==> src/hw/lieat_idu_pkg.sv <==
`default_nettype none

package lieat_idu_pkg;

  // datapath and instruction width
  localparam int XLEN    = 32;
  // architectural register index width
  localparam int REG_IDX = 5;

  // major opcodes kept by this decoder
  localparam logic [6:0] OPC_LOAD    = 7'b0000011;
  localparam logic [6:0] OPC_STORE   = 7'b0100011;
  localparam logic [6:0] OPC_BRANCH  = 7'b1100011;
  localparam logic [6:0] OPC_JALR    = 7'b1100111;
  localparam logic [6:0] OPC_MISCMEM = 7'b0001111;
  localparam logic [6:0] OPC_JAL     = 7'b1101111;
  localparam logic [6:0] OPC_OP_IMM  = 7'b0010011;
  localparam logic [6:0] OPC_OP      = 7'b0110011;
  localparam logic [6:0] OPC_AUIPC   = 7'b0010111;
  localparam logic [6:0] OPC_LUI     = 7'b0110111;

  // funct7 values, muldiv only used to reject M encodings
  localparam logic [6:0] F7_BASE   = 7'b0000000;
  localparam logic [6:0] F7_ALT    = 7'b0100000;
  localparam logic [6:0] F7_MULDIV = 7'b0000001;

  // group code field, common to every bus
  localparam int INFOBUS_OP_LSB = 0;
  localparam int INFOBUS_OP_W   = 3;
  localparam logic [INFOBUS_OP_W-1:0] INFOBUS_OP_ALU = 3'd0;
  localparam logic [INFOBUS_OP_W-1:0] INFOBUS_OP_BJP = 3'd1;
  localparam logic [INFOBUS_OP_W-1:0] INFOBUS_OP_LSU = 3'd2;

  // alu bus fields
  localparam int INFOBUS_ALU_RV32  = 3;
  localparam int INFOBUS_ALU_ADD   = 4;
  localparam int INFOBUS_ALU_SUB   = 5;
  localparam int INFOBUS_ALU_SLT   = 6;
  localparam int INFOBUS_ALU_SLTU  = 7;
  localparam int INFOBUS_ALU_XOR   = 8;
  localparam int INFOBUS_ALU_SLL   = 9;
  localparam int INFOBUS_ALU_SRL   = 10;
  localparam int INFOBUS_ALU_SRA   = 11;
  localparam int INFOBUS_ALU_OR    = 12;
  localparam int INFOBUS_ALU_AND   = 13;
  localparam int INFOBUS_ALU_LUI   = 14;
  localparam int INFOBUS_ALU_IMM   = 15;
  localparam int INFOBUS_ALU_PC    = 16;
  localparam int INFOBUS_ALU_NOP   = 17;
  localparam int INFOBUS_ALU_WIDTH = 18;

  // branch/jump bus fields
  localparam int INFOBUS_BJP_RV32  = 3;
  localparam int INFOBUS_BJP_JUMP  = 4;
  localparam int INFOBUS_BJP_BPRDT = 5;
  localparam int INFOBUS_BJP_BEQ   = 6;
  localparam int INFOBUS_BJP_BNE   = 7;
  localparam int INFOBUS_BJP_BLT   = 8;
  localparam int INFOBUS_BJP_BGT   = 9;
  localparam int INFOBUS_BJP_BLTU  = 10;
  localparam int INFOBUS_BJP_BGTU  = 11;
  localparam int INFOBUS_BJP_BXX   = 12;
  localparam int INFOBUS_BJP_WIDTH = 13;

  // load/store bus fields, size is two bits wide starting at its lsb
  localparam int INFOBUS_LSU_RV32   = 3;
  localparam int INFOBUS_LSU_LOAD   = 4;
  localparam int INFOBUS_LSU_STORE  = 5;
  localparam int INFOBUS_LSU_SIZE   = 6;
  localparam int INFOBUS_LSU_SIZE_W = 2;
  localparam int INFOBUS_LSU_USIGN  = 8;
  localparam int INFOBUS_LSU_OP2IMM = 9;
  localparam int INFOBUS_LSU_FENCE  = 10;
  localparam int INFOBUS_LSU_FENCEI = 11;
  localparam int INFOBUS_LSU_WIDTH  = 12;

endpackage

`default_nettype wire

==> src/hw/lieat_idu_opcode_dec.sv <==
`timescale 1ns/1ps
`default_nettype none

module lieat_idu_opcode_dec import lieat_idu_pkg::*; (
  input  logic [XLEN-1:0] inst,
  output logic            id_rv32,
  output logic            is_load,
  output logic            is_store,
  output logic            is_branch,
  output logic            is_jal,
  output logic            is_jalr,
  output logic            is_miscmem,
  output logic            is_op_imm,
  output logic            is_op,
  output logic            is_lui,
  output logic            is_auipc,
  output logic            op_add,
  output logic            op_sub,
  output logic            op_slt,
  output logic            op_sltu,
  output logic            op_xor,
  output logic            op_sll,
  output logic            op_srl,
  output logic            op_sra,
  output logic            op_or,
  output logic            op_and,
  output logic            br_beq,
  output logic            br_bne,
  output logic            br_blt,
  output logic            br_bgt,
  output logic            br_bltu,
  output logic            br_bgtu,
  output logic            is_fence,
  output logic            is_fencei,
  output logic            is_nop,
  output logic            is_muldiv,
  output logic            shift_ilgl
);

  logic [6:0] opcode;
  logic [2:0] f3;
  logic [6:0] f7;
  logic       f7_base;
  logic       f7_alt;
  // immediate shifts take shamt[5] in bit 25, compare only the upper six bits
  logic       f7_base_sh;
  logic       f7_alt_sh;
  logic       slli;
  logic       srli;
  logic       srai;

  assign opcode     = inst[6:0];
  assign f3         = inst[14:12];
  assign f7         = inst[31:25];
  assign f7_base    = (f7 == F7_BASE);
  assign f7_alt     = (f7 == F7_ALT);
  assign f7_base_sh = (f7[6:1] == F7_BASE[6:1]);
  assign f7_alt_sh  = (f7[6:1] == F7_ALT[6:1]);

  // 32-bit encodings end in 11, bits 4:2 of 111 mark longer formats
  assign id_rv32 = (opcode[1:0] == 2'b11) & (opcode[4:2] != 3'b111);

  // major classes
  assign is_load    = (opcode == OPC_LOAD);
  assign is_store   = (opcode == OPC_STORE);
  assign is_branch  = (opcode == OPC_BRANCH);
  assign is_jal     = (opcode == OPC_JAL);
  assign is_jalr    = (opcode == OPC_JALR);
  assign is_miscmem = (opcode == OPC_MISCMEM);
  assign is_op_imm  = (opcode == OPC_OP_IMM);
  assign is_op      = (opcode == OPC_OP);
  assign is_lui     = (opcode == OPC_LUI);
  assign is_auipc   = (opcode == OPC_AUIPC);

  assign slli = is_op_imm & (f3 == 3'b001) & f7_base_sh;
  assign srli = is_op_imm & (f3 == 3'b101) & f7_base_sh;
  assign srai = is_op_imm & (f3 == 3'b101) & f7_alt_sh;

  // register form merged with immediate form
  assign op_add  = (is_op & (f3 == 3'b000) & f7_base) | (is_op_imm & (f3 == 3'b000));
  assign op_sub  = is_op & (f3 == 3'b000) & f7_alt;
  assign op_slt  = (is_op & (f3 == 3'b010) & f7_base) | (is_op_imm & (f3 == 3'b010));
  assign op_sltu = (is_op & (f3 == 3'b011) & f7_base) | (is_op_imm & (f3 == 3'b011));
  assign op_xor  = (is_op & (f3 == 3'b100) & f7_base) | (is_op_imm & (f3 == 3'b100));
  assign op_sll  = (is_op & (f3 == 3'b001) & f7_base) | slli;
  assign op_srl  = (is_op & (f3 == 3'b101) & f7_base) | srli;
  assign op_sra  = (is_op & (f3 == 3'b101) & f7_alt) | srai;
  assign op_or   = (is_op & (f3 == 3'b110) & f7_base) | (is_op_imm & (f3 == 3'b110));
  assign op_and  = (is_op & (f3 == 3'b111) & f7_base) | (is_op_imm & (f3 == 3'b111));

  // funct3 010 and 011 are reserved for branches
  assign br_beq  = is_branch & (f3 == 3'b000);
  assign br_bne  = is_branch & (f3 == 3'b001);
  assign br_blt  = is_branch & (f3 == 3'b100);
  assign br_bgt  = is_branch & (f3 == 3'b101);
  assign br_bltu = is_branch & (f3 == 3'b110);
  assign br_bgtu = is_branch & (f3 == 3'b111);

  assign is_fence  = is_miscmem & (f3 == 3'b000);
  assign is_fencei = is_miscmem & (f3 == 3'b001);

  // canonical nop is addi x0, x0, 0
  assign is_nop     = is_op_imm & (f3 == 3'b000) & (inst[31:15] == '0) & (inst[11:7] == '0);
  assign is_muldiv  = is_op & (f7 == F7_MULDIV);
  // shamt[5] set is not valid on rv32
  assign shift_ilgl = (slli | srli | srai) & inst[25];

endmodule

`default_nettype wire

==> src/hw/lieat_idu_operand_dec.sv <==
`timescale 1ns/1ps
`default_nettype none

module lieat_idu_operand_dec import lieat_idu_pkg::*; (
  input  logic [XLEN-1:0]    inst,
  input  logic               id_rv32,
  input  logic               is_lui,
  input  logic               is_auipc,
  input  logic               is_jal,
  input  logic               is_fence,
  input  logic               is_fencei,
  input  logic               is_branch,
  input  logic               is_store,
  input  logic               is_op,
  output logic [REG_IDX-1:0] rs1,
  output logic [REG_IDX-1:0] rs2,
  output logic [REG_IDX-1:0] rd,
  output logic               rs1en,
  output logic               rs2en,
  output logic               rdwen
);

  // raw register fields, same place in every format
  logic [REG_IDX-1:0] rs1_f;
  logic [REG_IDX-1:0] rs2_f;
  logic [REG_IDX-1:0] rd_f;

  assign rs1_f = inst[19:15];
  assign rs2_f = inst[24:20];
  assign rd_f  = inst[11:7];

  // non rv32 encodings carry no register fields
  assign rs1 = id_rv32 ? rs1_f : '0;
  assign rs2 = id_rv32 ? rs2_f : '0;
  assign rd  = id_rv32 ? rd_f  : '0;

  // x0 reads are never requested
  assign rs1en = id_rv32 & (rs1_f != '0) &
                 ~(is_lui | is_auipc | is_jal | is_fence | is_fencei);
  assign rs2en = id_rv32 & (rs2_f != '0) & (is_branch | is_store | is_op);
  // writes to x0 are dropped here
  assign rdwen = id_rv32 & (rd_f != '0) &
                 ~(is_branch | is_store | is_fence | is_fencei);

endmodule

`default_nettype wire

==> src/hw/lieat_idu_imm_gen.sv <==
`timescale 1ns/1ps
`default_nettype none

module lieat_idu_imm_gen import lieat_idu_pkg::*; (
  input  logic [XLEN-1:0] inst,
  input  logic            is_op_imm,
  input  logic            is_jalr,
  input  logic            is_load,
  input  logic            is_lui,
  input  logic            is_auipc,
  input  logic            is_store,
  input  logic            is_branch,
  input  logic            is_jal,
  output logic [XLEN-1:0] imm,
  output logic            need_imm
);

  logic            fmt_i;
  logic            fmt_u;
  logic            fmt_s;
  logic            fmt_b;
  logic            fmt_j;
  logic [XLEN-1:0] imm_i;
  logic [XLEN-1:0] imm_u;
  logic [XLEN-1:0] imm_s;
  logic [XLEN-1:0] imm_b;
  logic [XLEN-1:0] imm_j;

  // format select, at most one is set
  assign fmt_i = is_op_imm | is_jalr | is_load;
  assign fmt_u = is_lui | is_auipc;
  assign fmt_s = is_store;
  assign fmt_b = is_branch;
  assign fmt_j = is_jal;

  // inst[31] is the sign bit in every format
  assign imm_i = {{20{inst[31]}}, inst[31:20]};
  assign imm_u = {inst[31:12], 12'b0};
  assign imm_s = {{20{inst[31]}}, inst[31:25], inst[11:7]};
  assign imm_b = {{20{inst[31]}}, inst[7], inst[30:25], inst[11:8], 1'b0};
  assign imm_j = {{12{inst[31]}}, inst[19:12], inst[20], inst[30:21], 1'b0};

  // and-or mux, zero when no format applies
  assign imm = ({XLEN{fmt_i}} & imm_i) |
               ({XLEN{fmt_u}} & imm_u) |
               ({XLEN{fmt_s}} & imm_s) |
               ({XLEN{fmt_b}} & imm_b) |
               ({XLEN{fmt_j}} & imm_j);

  assign need_imm = fmt_i | fmt_u | fmt_s | fmt_b | fmt_j;

endmodule

`default_nettype wire

==> src/hw/lieat_idu_infobus_gen.sv <==
`timescale 1ns/1ps
`default_nettype none

module lieat_idu_infobus_gen import lieat_idu_pkg::*; (
  input  logic            id_rv32,
  input  logic            prdt_taken,
  input  logic [XLEN-1:0] inst,
  input  logic            need_imm,
  input  logic            is_load,
  input  logic            is_store,
  input  logic            is_branch,
  input  logic            is_jal,
  input  logic            is_jalr,
  input  logic            is_miscmem,
  input  logic            is_op_imm,
  input  logic            is_op,
  input  logic            is_lui,
  input  logic            is_auipc,
  input  logic            op_add,
  input  logic            op_sub,
  input  logic            op_slt,
  input  logic            op_sltu,
  input  logic            op_xor,
  input  logic            op_sll,
  input  logic            op_srl,
  input  logic            op_sra,
  input  logic            op_or,
  input  logic            op_and,
  input  logic            br_beq,
  input  logic            br_bne,
  input  logic            br_blt,
  input  logic            br_bgt,
  input  logic            br_bltu,
  input  logic            br_bgtu,
  input  logic            is_nop,
  input  logic            is_fence,
  input  logic            is_fencei,
  input  logic            is_muldiv,
  input  logic            shift_ilgl,
  output logic [XLEN-1:0] infobus,
  output logic            ilgl
);

  logic                         alu_grp;
  logic                         bjp_grp;
  logic                         lsu_grp;
  logic [INFOBUS_ALU_WIDTH-1:0] alu_bus;
  logic [INFOBUS_BJP_WIDTH-1:0] bjp_bus;
  logic [INFOBUS_LSU_WIDTH-1:0] lsu_bus;

  // group membership, m extension falls out of the alu group
  assign alu_grp = ~shift_ilgl & (is_op_imm | (is_op & ~is_muldiv) | is_lui | is_auipc);
  assign bjp_grp = is_jal | is_jalr | is_branch;
  // only fence and fence.i are valid in misc-mem
  assign lsu_grp = is_load | is_store | (is_miscmem & (is_fence | is_fencei));

  // alu bus, auipc is pc plus imm so it rides on add
  assign alu_bus[INFOBUS_OP_LSB +: INFOBUS_OP_W] = INFOBUS_OP_ALU;
  assign alu_bus[INFOBUS_ALU_RV32] = id_rv32;
  assign alu_bus[INFOBUS_ALU_ADD]  = op_add | is_auipc;
  assign alu_bus[INFOBUS_ALU_SUB]  = op_sub;
  assign alu_bus[INFOBUS_ALU_SLT]  = op_slt;
  assign alu_bus[INFOBUS_ALU_SLTU] = op_sltu;
  assign alu_bus[INFOBUS_ALU_XOR]  = op_xor;
  assign alu_bus[INFOBUS_ALU_SLL]  = op_sll;
  assign alu_bus[INFOBUS_ALU_SRL]  = op_srl;
  assign alu_bus[INFOBUS_ALU_SRA]  = op_sra;
  assign alu_bus[INFOBUS_ALU_OR]   = op_or;
  assign alu_bus[INFOBUS_ALU_AND]  = op_and;
  assign alu_bus[INFOBUS_ALU_LUI]  = is_lui;
  assign alu_bus[INFOBUS_ALU_IMM]  = need_imm;
  assign alu_bus[INFOBUS_ALU_PC]   = is_auipc;
  assign alu_bus[INFOBUS_ALU_NOP]  = is_nop;

  // branch/jump bus
  assign bjp_bus[INFOBUS_OP_LSB +: INFOBUS_OP_W] = INFOBUS_OP_BJP;
  assign bjp_bus[INFOBUS_BJP_RV32]  = id_rv32;
  assign bjp_bus[INFOBUS_BJP_JUMP]  = is_jal | is_jalr;
  assign bjp_bus[INFOBUS_BJP_BPRDT] = prdt_taken;
  assign bjp_bus[INFOBUS_BJP_BEQ]   = br_beq;
  assign bjp_bus[INFOBUS_BJP_BNE]   = br_bne;
  assign bjp_bus[INFOBUS_BJP_BLT]   = br_blt;
  assign bjp_bus[INFOBUS_BJP_BGT]   = br_bgt;
  assign bjp_bus[INFOBUS_BJP_BLTU]  = br_bltu;
  assign bjp_bus[INFOBUS_BJP_BGTU]  = br_bgtu;
  assign bjp_bus[INFOBUS_BJP_BXX]   = is_branch;

  // load/store bus, size and sign straight from funct3
  assign lsu_bus[INFOBUS_OP_LSB +: INFOBUS_OP_W] = INFOBUS_OP_LSU;
  assign lsu_bus[INFOBUS_LSU_RV32]   = id_rv32;
  assign lsu_bus[INFOBUS_LSU_LOAD]   = is_load;
  assign lsu_bus[INFOBUS_LSU_STORE]  = is_store;
  assign lsu_bus[INFOBUS_LSU_SIZE +: INFOBUS_LSU_SIZE_W] = inst[13:12];
  assign lsu_bus[INFOBUS_LSU_USIGN]  = inst[14];
  assign lsu_bus[INFOBUS_LSU_OP2IMM] = need_imm;
  assign lsu_bus[INFOBUS_LSU_FENCE]  = is_fence;
  assign lsu_bus[INFOBUS_LSU_FENCEI] = is_fencei;

  // priority pick, alu first
  always_comb begin
    if (alu_grp) begin
      infobus = {{(XLEN-INFOBUS_ALU_WIDTH){1'b0}}, alu_bus};
    end else if (bjp_grp) begin
      infobus = {{(XLEN-INFOBUS_BJP_WIDTH){1'b0}}, bjp_bus};
    end else if (lsu_grp) begin
      infobus = {{(XLEN-INFOBUS_LSU_WIDTH){1'b0}}, lsu_bus};
    end else begin
      infobus = '0;
    end
  end

  // anything without a group, system included, is illegal
  assign ilgl = (inst == '0) | (inst == '1) | shift_ilgl | ~(alu_grp | bjp_grp | lsu_grp);

endmodule

`default_nettype wire

==> src/hw/lieat_idu_id_ex_reg.sv <==
`timescale 1ns/1ps
`default_nettype none

module lieat_idu_id_ex_reg import lieat_idu_pkg::*; (
  input  logic               clk,
  input  logic               rst_n,
  input  logic               if_valid,
  input  logic               ex_stall,
  input  logic               flush,
  input  logic [REG_IDX-1:0] rs1,
  input  logic [REG_IDX-1:0] rs2,
  input  logic [REG_IDX-1:0] rd,
  input  logic               rs1en,
  input  logic               rs2en,
  input  logic               rdwen,
  input  logic [XLEN-1:0]    imm,
  input  logic [XLEN-1:0]    infobus,
  input  logic               ilgl,
  output logic               id_valid,
  output logic [REG_IDX-1:0] id_rs1,
  output logic [REG_IDX-1:0] id_rs2,
  output logic [REG_IDX-1:0] id_rd,
  output logic               id_rs1en,
  output logic               id_rs2en,
  output logic               id_rdwen,
  output logic [XLEN-1:0]    id_imm,
  output logic [XLEN-1:0]    id_infobus,
  output logic               id_ilgl
);

  // payload moves only when execute takes it and no flush kills it
  logic load;

  assign load = ~ex_stall & ~flush;

  always_ff @(posedge clk) begin
    if (!rst_n) begin
      id_valid   <= 1'b0;
      id_rs1     <= '0;
      id_rs2     <= '0;
      id_rd      <= '0;
      id_rs1en   <= 1'b0;
      id_rs2en   <= 1'b0;
      id_rdwen   <= 1'b0;
      id_imm     <= '0;
      id_infobus <= '0;
      id_ilgl    <= 1'b0;
    end else begin
      // flush beats stall for the valid bit
      if (flush) begin
        id_valid <= 1'b0;
      end else if (!ex_stall) begin
        id_valid <= if_valid;
      end
      // a bubble loads an all-zero payload
      if (load) begin
        id_rs1     <= if_valid ? rs1 : '0;
        id_rs2     <= if_valid ? rs2 : '0;
        id_rd      <= if_valid ? rd : '0;
        id_rs1en   <= if_valid & rs1en;
        id_rs2en   <= if_valid & rs2en;
        id_rdwen   <= if_valid & rdwen;
        id_imm     <= if_valid ? imm : '0;
        id_infobus <= if_valid ? infobus : '0;
        id_ilgl    <= if_valid & ilgl;
      end
    end
  end

endmodule

`default_nettype wire

==> src/hw/lieat_idu.sv <==
`timescale 1ns/1ps
`default_nettype none

module lieat_idu (
  input  logic        clk,
  input  logic        rst_n,
  input  logic        if_valid,
  input  logic [31:0] inst,
  input  logic        prdt_taken,
  input  logic        ex_stall,
  input  logic        flush,
  output logic        id_valid,
  output logic [4:0]  id_rs1,
  output logic [4:0]  id_rs2,
  output logic [4:0]  id_rd,
  output logic        id_rs1en,
  output logic        id_rs2en,
  output logic        id_rdwen,
  output logic [31:0] id_imm,
  output logic [31:0] id_infobus,
  output logic        id_ilgl
);

  // class and operation flags from the opcode decoder
  logic id_rv32;
  logic is_load, is_store, is_branch, is_jal, is_jalr;
  logic is_miscmem, is_op_imm, is_op, is_lui, is_auipc;
  logic op_add, op_sub, op_slt, op_sltu, op_xor;
  logic op_sll, op_srl, op_sra, op_or, op_and;
  logic br_beq, br_bne, br_blt, br_bgt, br_bltu, br_bgtu;
  logic is_fence, is_fencei, is_nop, is_muldiv, shift_ilgl;

  // next-stage values into the stage register
  logic [4:0]  rs1;
  logic [4:0]  rs2;
  logic [4:0]  rd;
  logic        rs1en;
  logic        rs2en;
  logic        rdwen;
  logic [31:0] imm;
  logic        need_imm;
  logic [31:0] infobus;
  logic        ilgl;

  // port names match the wires above, so implicit connection is enough
  lieat_idu_opcode_dec u_opcode_dec (.*);

  lieat_idu_operand_dec u_operand_dec (.*);

  lieat_idu_imm_gen u_imm_gen (.*);

  lieat_idu_infobus_gen u_infobus_gen (.*);

  // one cycle from accept to the id_ outputs
  lieat_idu_id_ex_reg u_id_ex_reg (.*);

endmodule

`default_nettype wire

==> config.mk <==
export PLATFORM = sky130hd
export DESIGN_NAME = lieat_idu
export DESIGN_NICKNAME = d
export VERILOG_FILES = /design/src/hw/lieat_idu_pkg.sv /design/src/hw/lieat_idu_opcode_dec.sv /design/src/hw/lieat_idu_operand_dec.sv /design/src/hw/lieat_idu_imm_gen.sv /design/src/hw/lieat_idu_infobus_gen.sv /design/src/hw/lieat_idu_id_ex_reg.sv /design/src/hw/lieat_idu.sv
export SDC_FILE = /design/constraint.sdc
export NUM_CORES = 1
export LEC_CHECK = 0
export CORE_MARGIN = 2
export CORE_UTILIZATION = 40
export DETAILED_ROUTE_END_ITERATION = 10
export DONT_BUFFER_PORTS = 1
export SYNTH_ARGS = -nofsm -noshare
export SYNTH_HDL_FRONTEND = slang
export SYNTH_SLANG_ARGS = --single-unit
==> constraint.sdc <==
create_clock -name clk -period 1.95 [get_ports clk]
set_input_delay 0.39 -clock clk [delete_from_list [all_inputs] [get_ports clk]]
set_output_delay 0.39 -clock clk [all_outputs]
set_load 0.02 [all_outputs]
==> results.cfg <==
[pwr]
netSwitchingFraction_pct = 25.7
p_int_w = 0.00196
p_leak_nw = 1.26
switchingPower_w = 0.000679
peakVddDrop_v = 0.000341
pwr-share-seq_pct = 54.2
powerDensity_mw_per_mm2 = 762
combPwrFrac_pct = 6.5
power_frac_clock_pct = 39.3

[timing]
finalClockSkew_ns = 0
period_needed_ns = 1.53
timing.setup.tns_ns = 0
hold_ws_ns = 0.132
setup_viol = 0
period_share_pct = 78.7
fmax_mhz = 652
fin_ws_ns = 0.415
slew_viol_final = 0
hold_violations = 0
rsz0062_at_grt = no

[synthesis]
synth-async-reset-ratio_pct = 0
yosys_most_used_dff = dfxtp_1
synth-seq-cells = 69
syn_avg_cell_area_um2 = 9.13
synth_cell_types = 62
synth-edff-count = 0
syn-cell-area_mm2 = 0.00327
synth_cells = 358
yosys_warnings = 0
yosysSeqAreaShare_pct = 42.3

[global_route]
antenna_found_initial = 0
grt_overflow = 0
grt_pass1_vias = 2633
grt_usage_pct = 21.8
grt_max_degree = 42
grt_pass1_wl_um = 14600

[cts]
post_cts_buffers = 0
cts_sinks = 69
cts_root_buffer = clkbuf_8
cts_resized = 0
worst_skew_pair.late_latency_ns = 0.34
cts_tree = done
path_clk_slew_ns = 0.07
cts_buffer_depth = 2
cts_buffers = 9
ctsHoldBuffers = 0
htree_num_levels = 3

[placed_design]
port_buffers = 0
postPlaceCellArea_mm2 = 0.00330
place_inst = 450
gp_congestion = 0.914
hpwlAfterDp_um = 6870
dp_slack_ns = 0.0746

[critical_path]
worstPathArrival_ns = 1.79
crit_required_ns = 2.20
critPathMaxFanout = 3
worstSetupPathType = in -> reg
cp-end-kind = register
start_kind = primary input

[final_layout]
areaGrowthSynthToFinish_pct = 6.01
fin_nets = 397
final_cells = 466
design_area_mm2 = 0.00347
antennaDiodeCount = 0
drive_gt1_share_pct = 12.9
fillers = 812

[drt]
drt_first_pass_iters = 5
wl_per_cell_um = 21.0
vias = 2858
drt_iter0_markers = 211
wl_um = 9780
route.detailed.drc = 0
ant_nets = 0
vias_per_cell = 6.13

[floorplanning]
die_h_um = 94.4
start_util_pct = 41.9
coreArea_mm2 = 0.00781
ios = 122
dieArea_mm2 = 0.00891
die_x_um = 94.4
rows = 32

[run]
maxCapViolations = 0

[worst_hold_path]
hp-class = in -> reg

[run_status]
status = finished, final reports clean
-- sequential cells by signal (all words and copies together) (netlist names) --
signal and count:
u_id_ex_reg.id_ilgl 1, u_id_ex_reg.id_imm 32, u_id_ex_reg.id_infobus 17, u_id_ex_reg.id_rd 5, u_id_ex_reg.id_rdwen 1, u_id_ex_reg.id_rs1 5, u_id_ex_reg.id_rs1en 1, u_id_ex_reg.id_rs2 5
u_id_ex_reg.id_rs2en 1, u_id_ex_reg.id_valid 1
-- critical path, cell delays in order --
cell and delay [ns]:
or4_4 0.56, o41ai_4 0.29, nand3_2 0.14, a21o_1 0.21, a221oi_2 0.19
-- per-layer routing --
metal / up-vias / global-route usage [%] / routed length [um]
met5: - / 0 / 0
met4: 0 / 7.25 / 106
met3: 9 / 8.38 / 1160
met2: 160 / 31.0 / 4310
met1: 1375 / 30.2 / 4200
li1: 1314 / - / -
-- power groups by stage --
stage	Sequential [W]	Clock (W)	Combinational, W
4_1_cts	0.00143	0.00107	0.000168
2_1_floorplan	0.00146	0	0.000192
3_5_place_dp	0.00146	0	0.000168
6_report	0.00143	0.00104	0.000171
3_3_place_gp	0.00146	0	0.000167
5_1_grt	0.00143	0.00114	0.000186
-- through the flow --
step	utilization [%]	total power, W
final	44.4	0.00264
after global routing	44.4	0.00276
after CTS	44.4	0.00268
after detailed placement	42.2	0.00163
after global placement	42.2	0.00163
after floorplan	-	0.00165
-- path summary, 6_finish.rpt --
check                                                start                         end  slack, ns  cells past startpoint
worst max register to register   u_id_ex_reg.id_infobus[8]   u_id_ex_reg.id_infobus[8]       0.96                      2
worst min register to register  u_id_ex_reg.id_infobus[11]  u_id_ex_reg.id_infobus[11]       0.57                      2
worst min-delay path                                 flush        u_id_ex_reg.id_valid       0.13                      1
worst max-delay path                              inst[26]   u_id_ex_reg.id_infobus[8]       0.42                      5
-- cell usage after synthesis (8+ instances only) --
cell	instances	share of area [%]
buf_4	16	3.7
o21ai_0	10	1.5
a21oi_1	24	3.7
a221o_1	8	2.4
nand2_1	25	2.9
a22o_1	9	2.4
a22oi_1	29	6.7
dfxtp_1	69	42
buf_6	8	2.8
nor2_1	43	4.9
clkbuf_1	12	1.4
-- cell usage in the layout, fill, tap and decap left out, types with 4 or more instances in the layout --
| cell type | netlist | final |
|---|---|---|
| dfxtp_1 | 69 | 69 |
| nor2_1 | 43 | 43 |
| a22oi_1 | 29 | 29 |
| nand2_1 | 25 | 25 |
| a21oi_1 | 24 | 24 |
| buf_4 | 16 | 17 |
| conb_1 | 1 | 15 |
| o21ai_0 | 10 | 10 |
| clkbuf_8 | 0 | 10 |
| a22o_1 | 9 | 9 |
| a221o_1 | 8 | 8 |
| nand3_1 | 7 | 7 |
| and3_1 | 7 | 7 |
| nor3_1 | 6 | 6 |
| inv_1 | 4 | 4 |
| a32oi_1 | 4 | 4 |
| o31ai_1 | 4 | 4 |
| a222oi_1 | 4 | 4 |
-- cell families (layout without fill, tap and decap cells) --
family	count (synthesis)	after routing	share of synthesized area [%]
AOI/OAI and AO/OA	119	119	28.4
DFF	69	69	42.3
and+or+nand+nor	122	122	19.6
muxes	2	2	0.612
other	1	15	0.115
buffers and inverters	45	37	9.03
-- layout make-up --
type                       instances  area (um2)  area share (%)
timing repair buffer              17         128            3.68
sequential                        69        1380            39.9
tap                              102         128            3.68
clock inverter                     4        23.8           0.686
clock buffer                      12         145            4.19
inverter                           4        15.0           0.433
multi-input combinational        258        1650            47.5
Note: power is estimated with default switching activity, not from simulation.
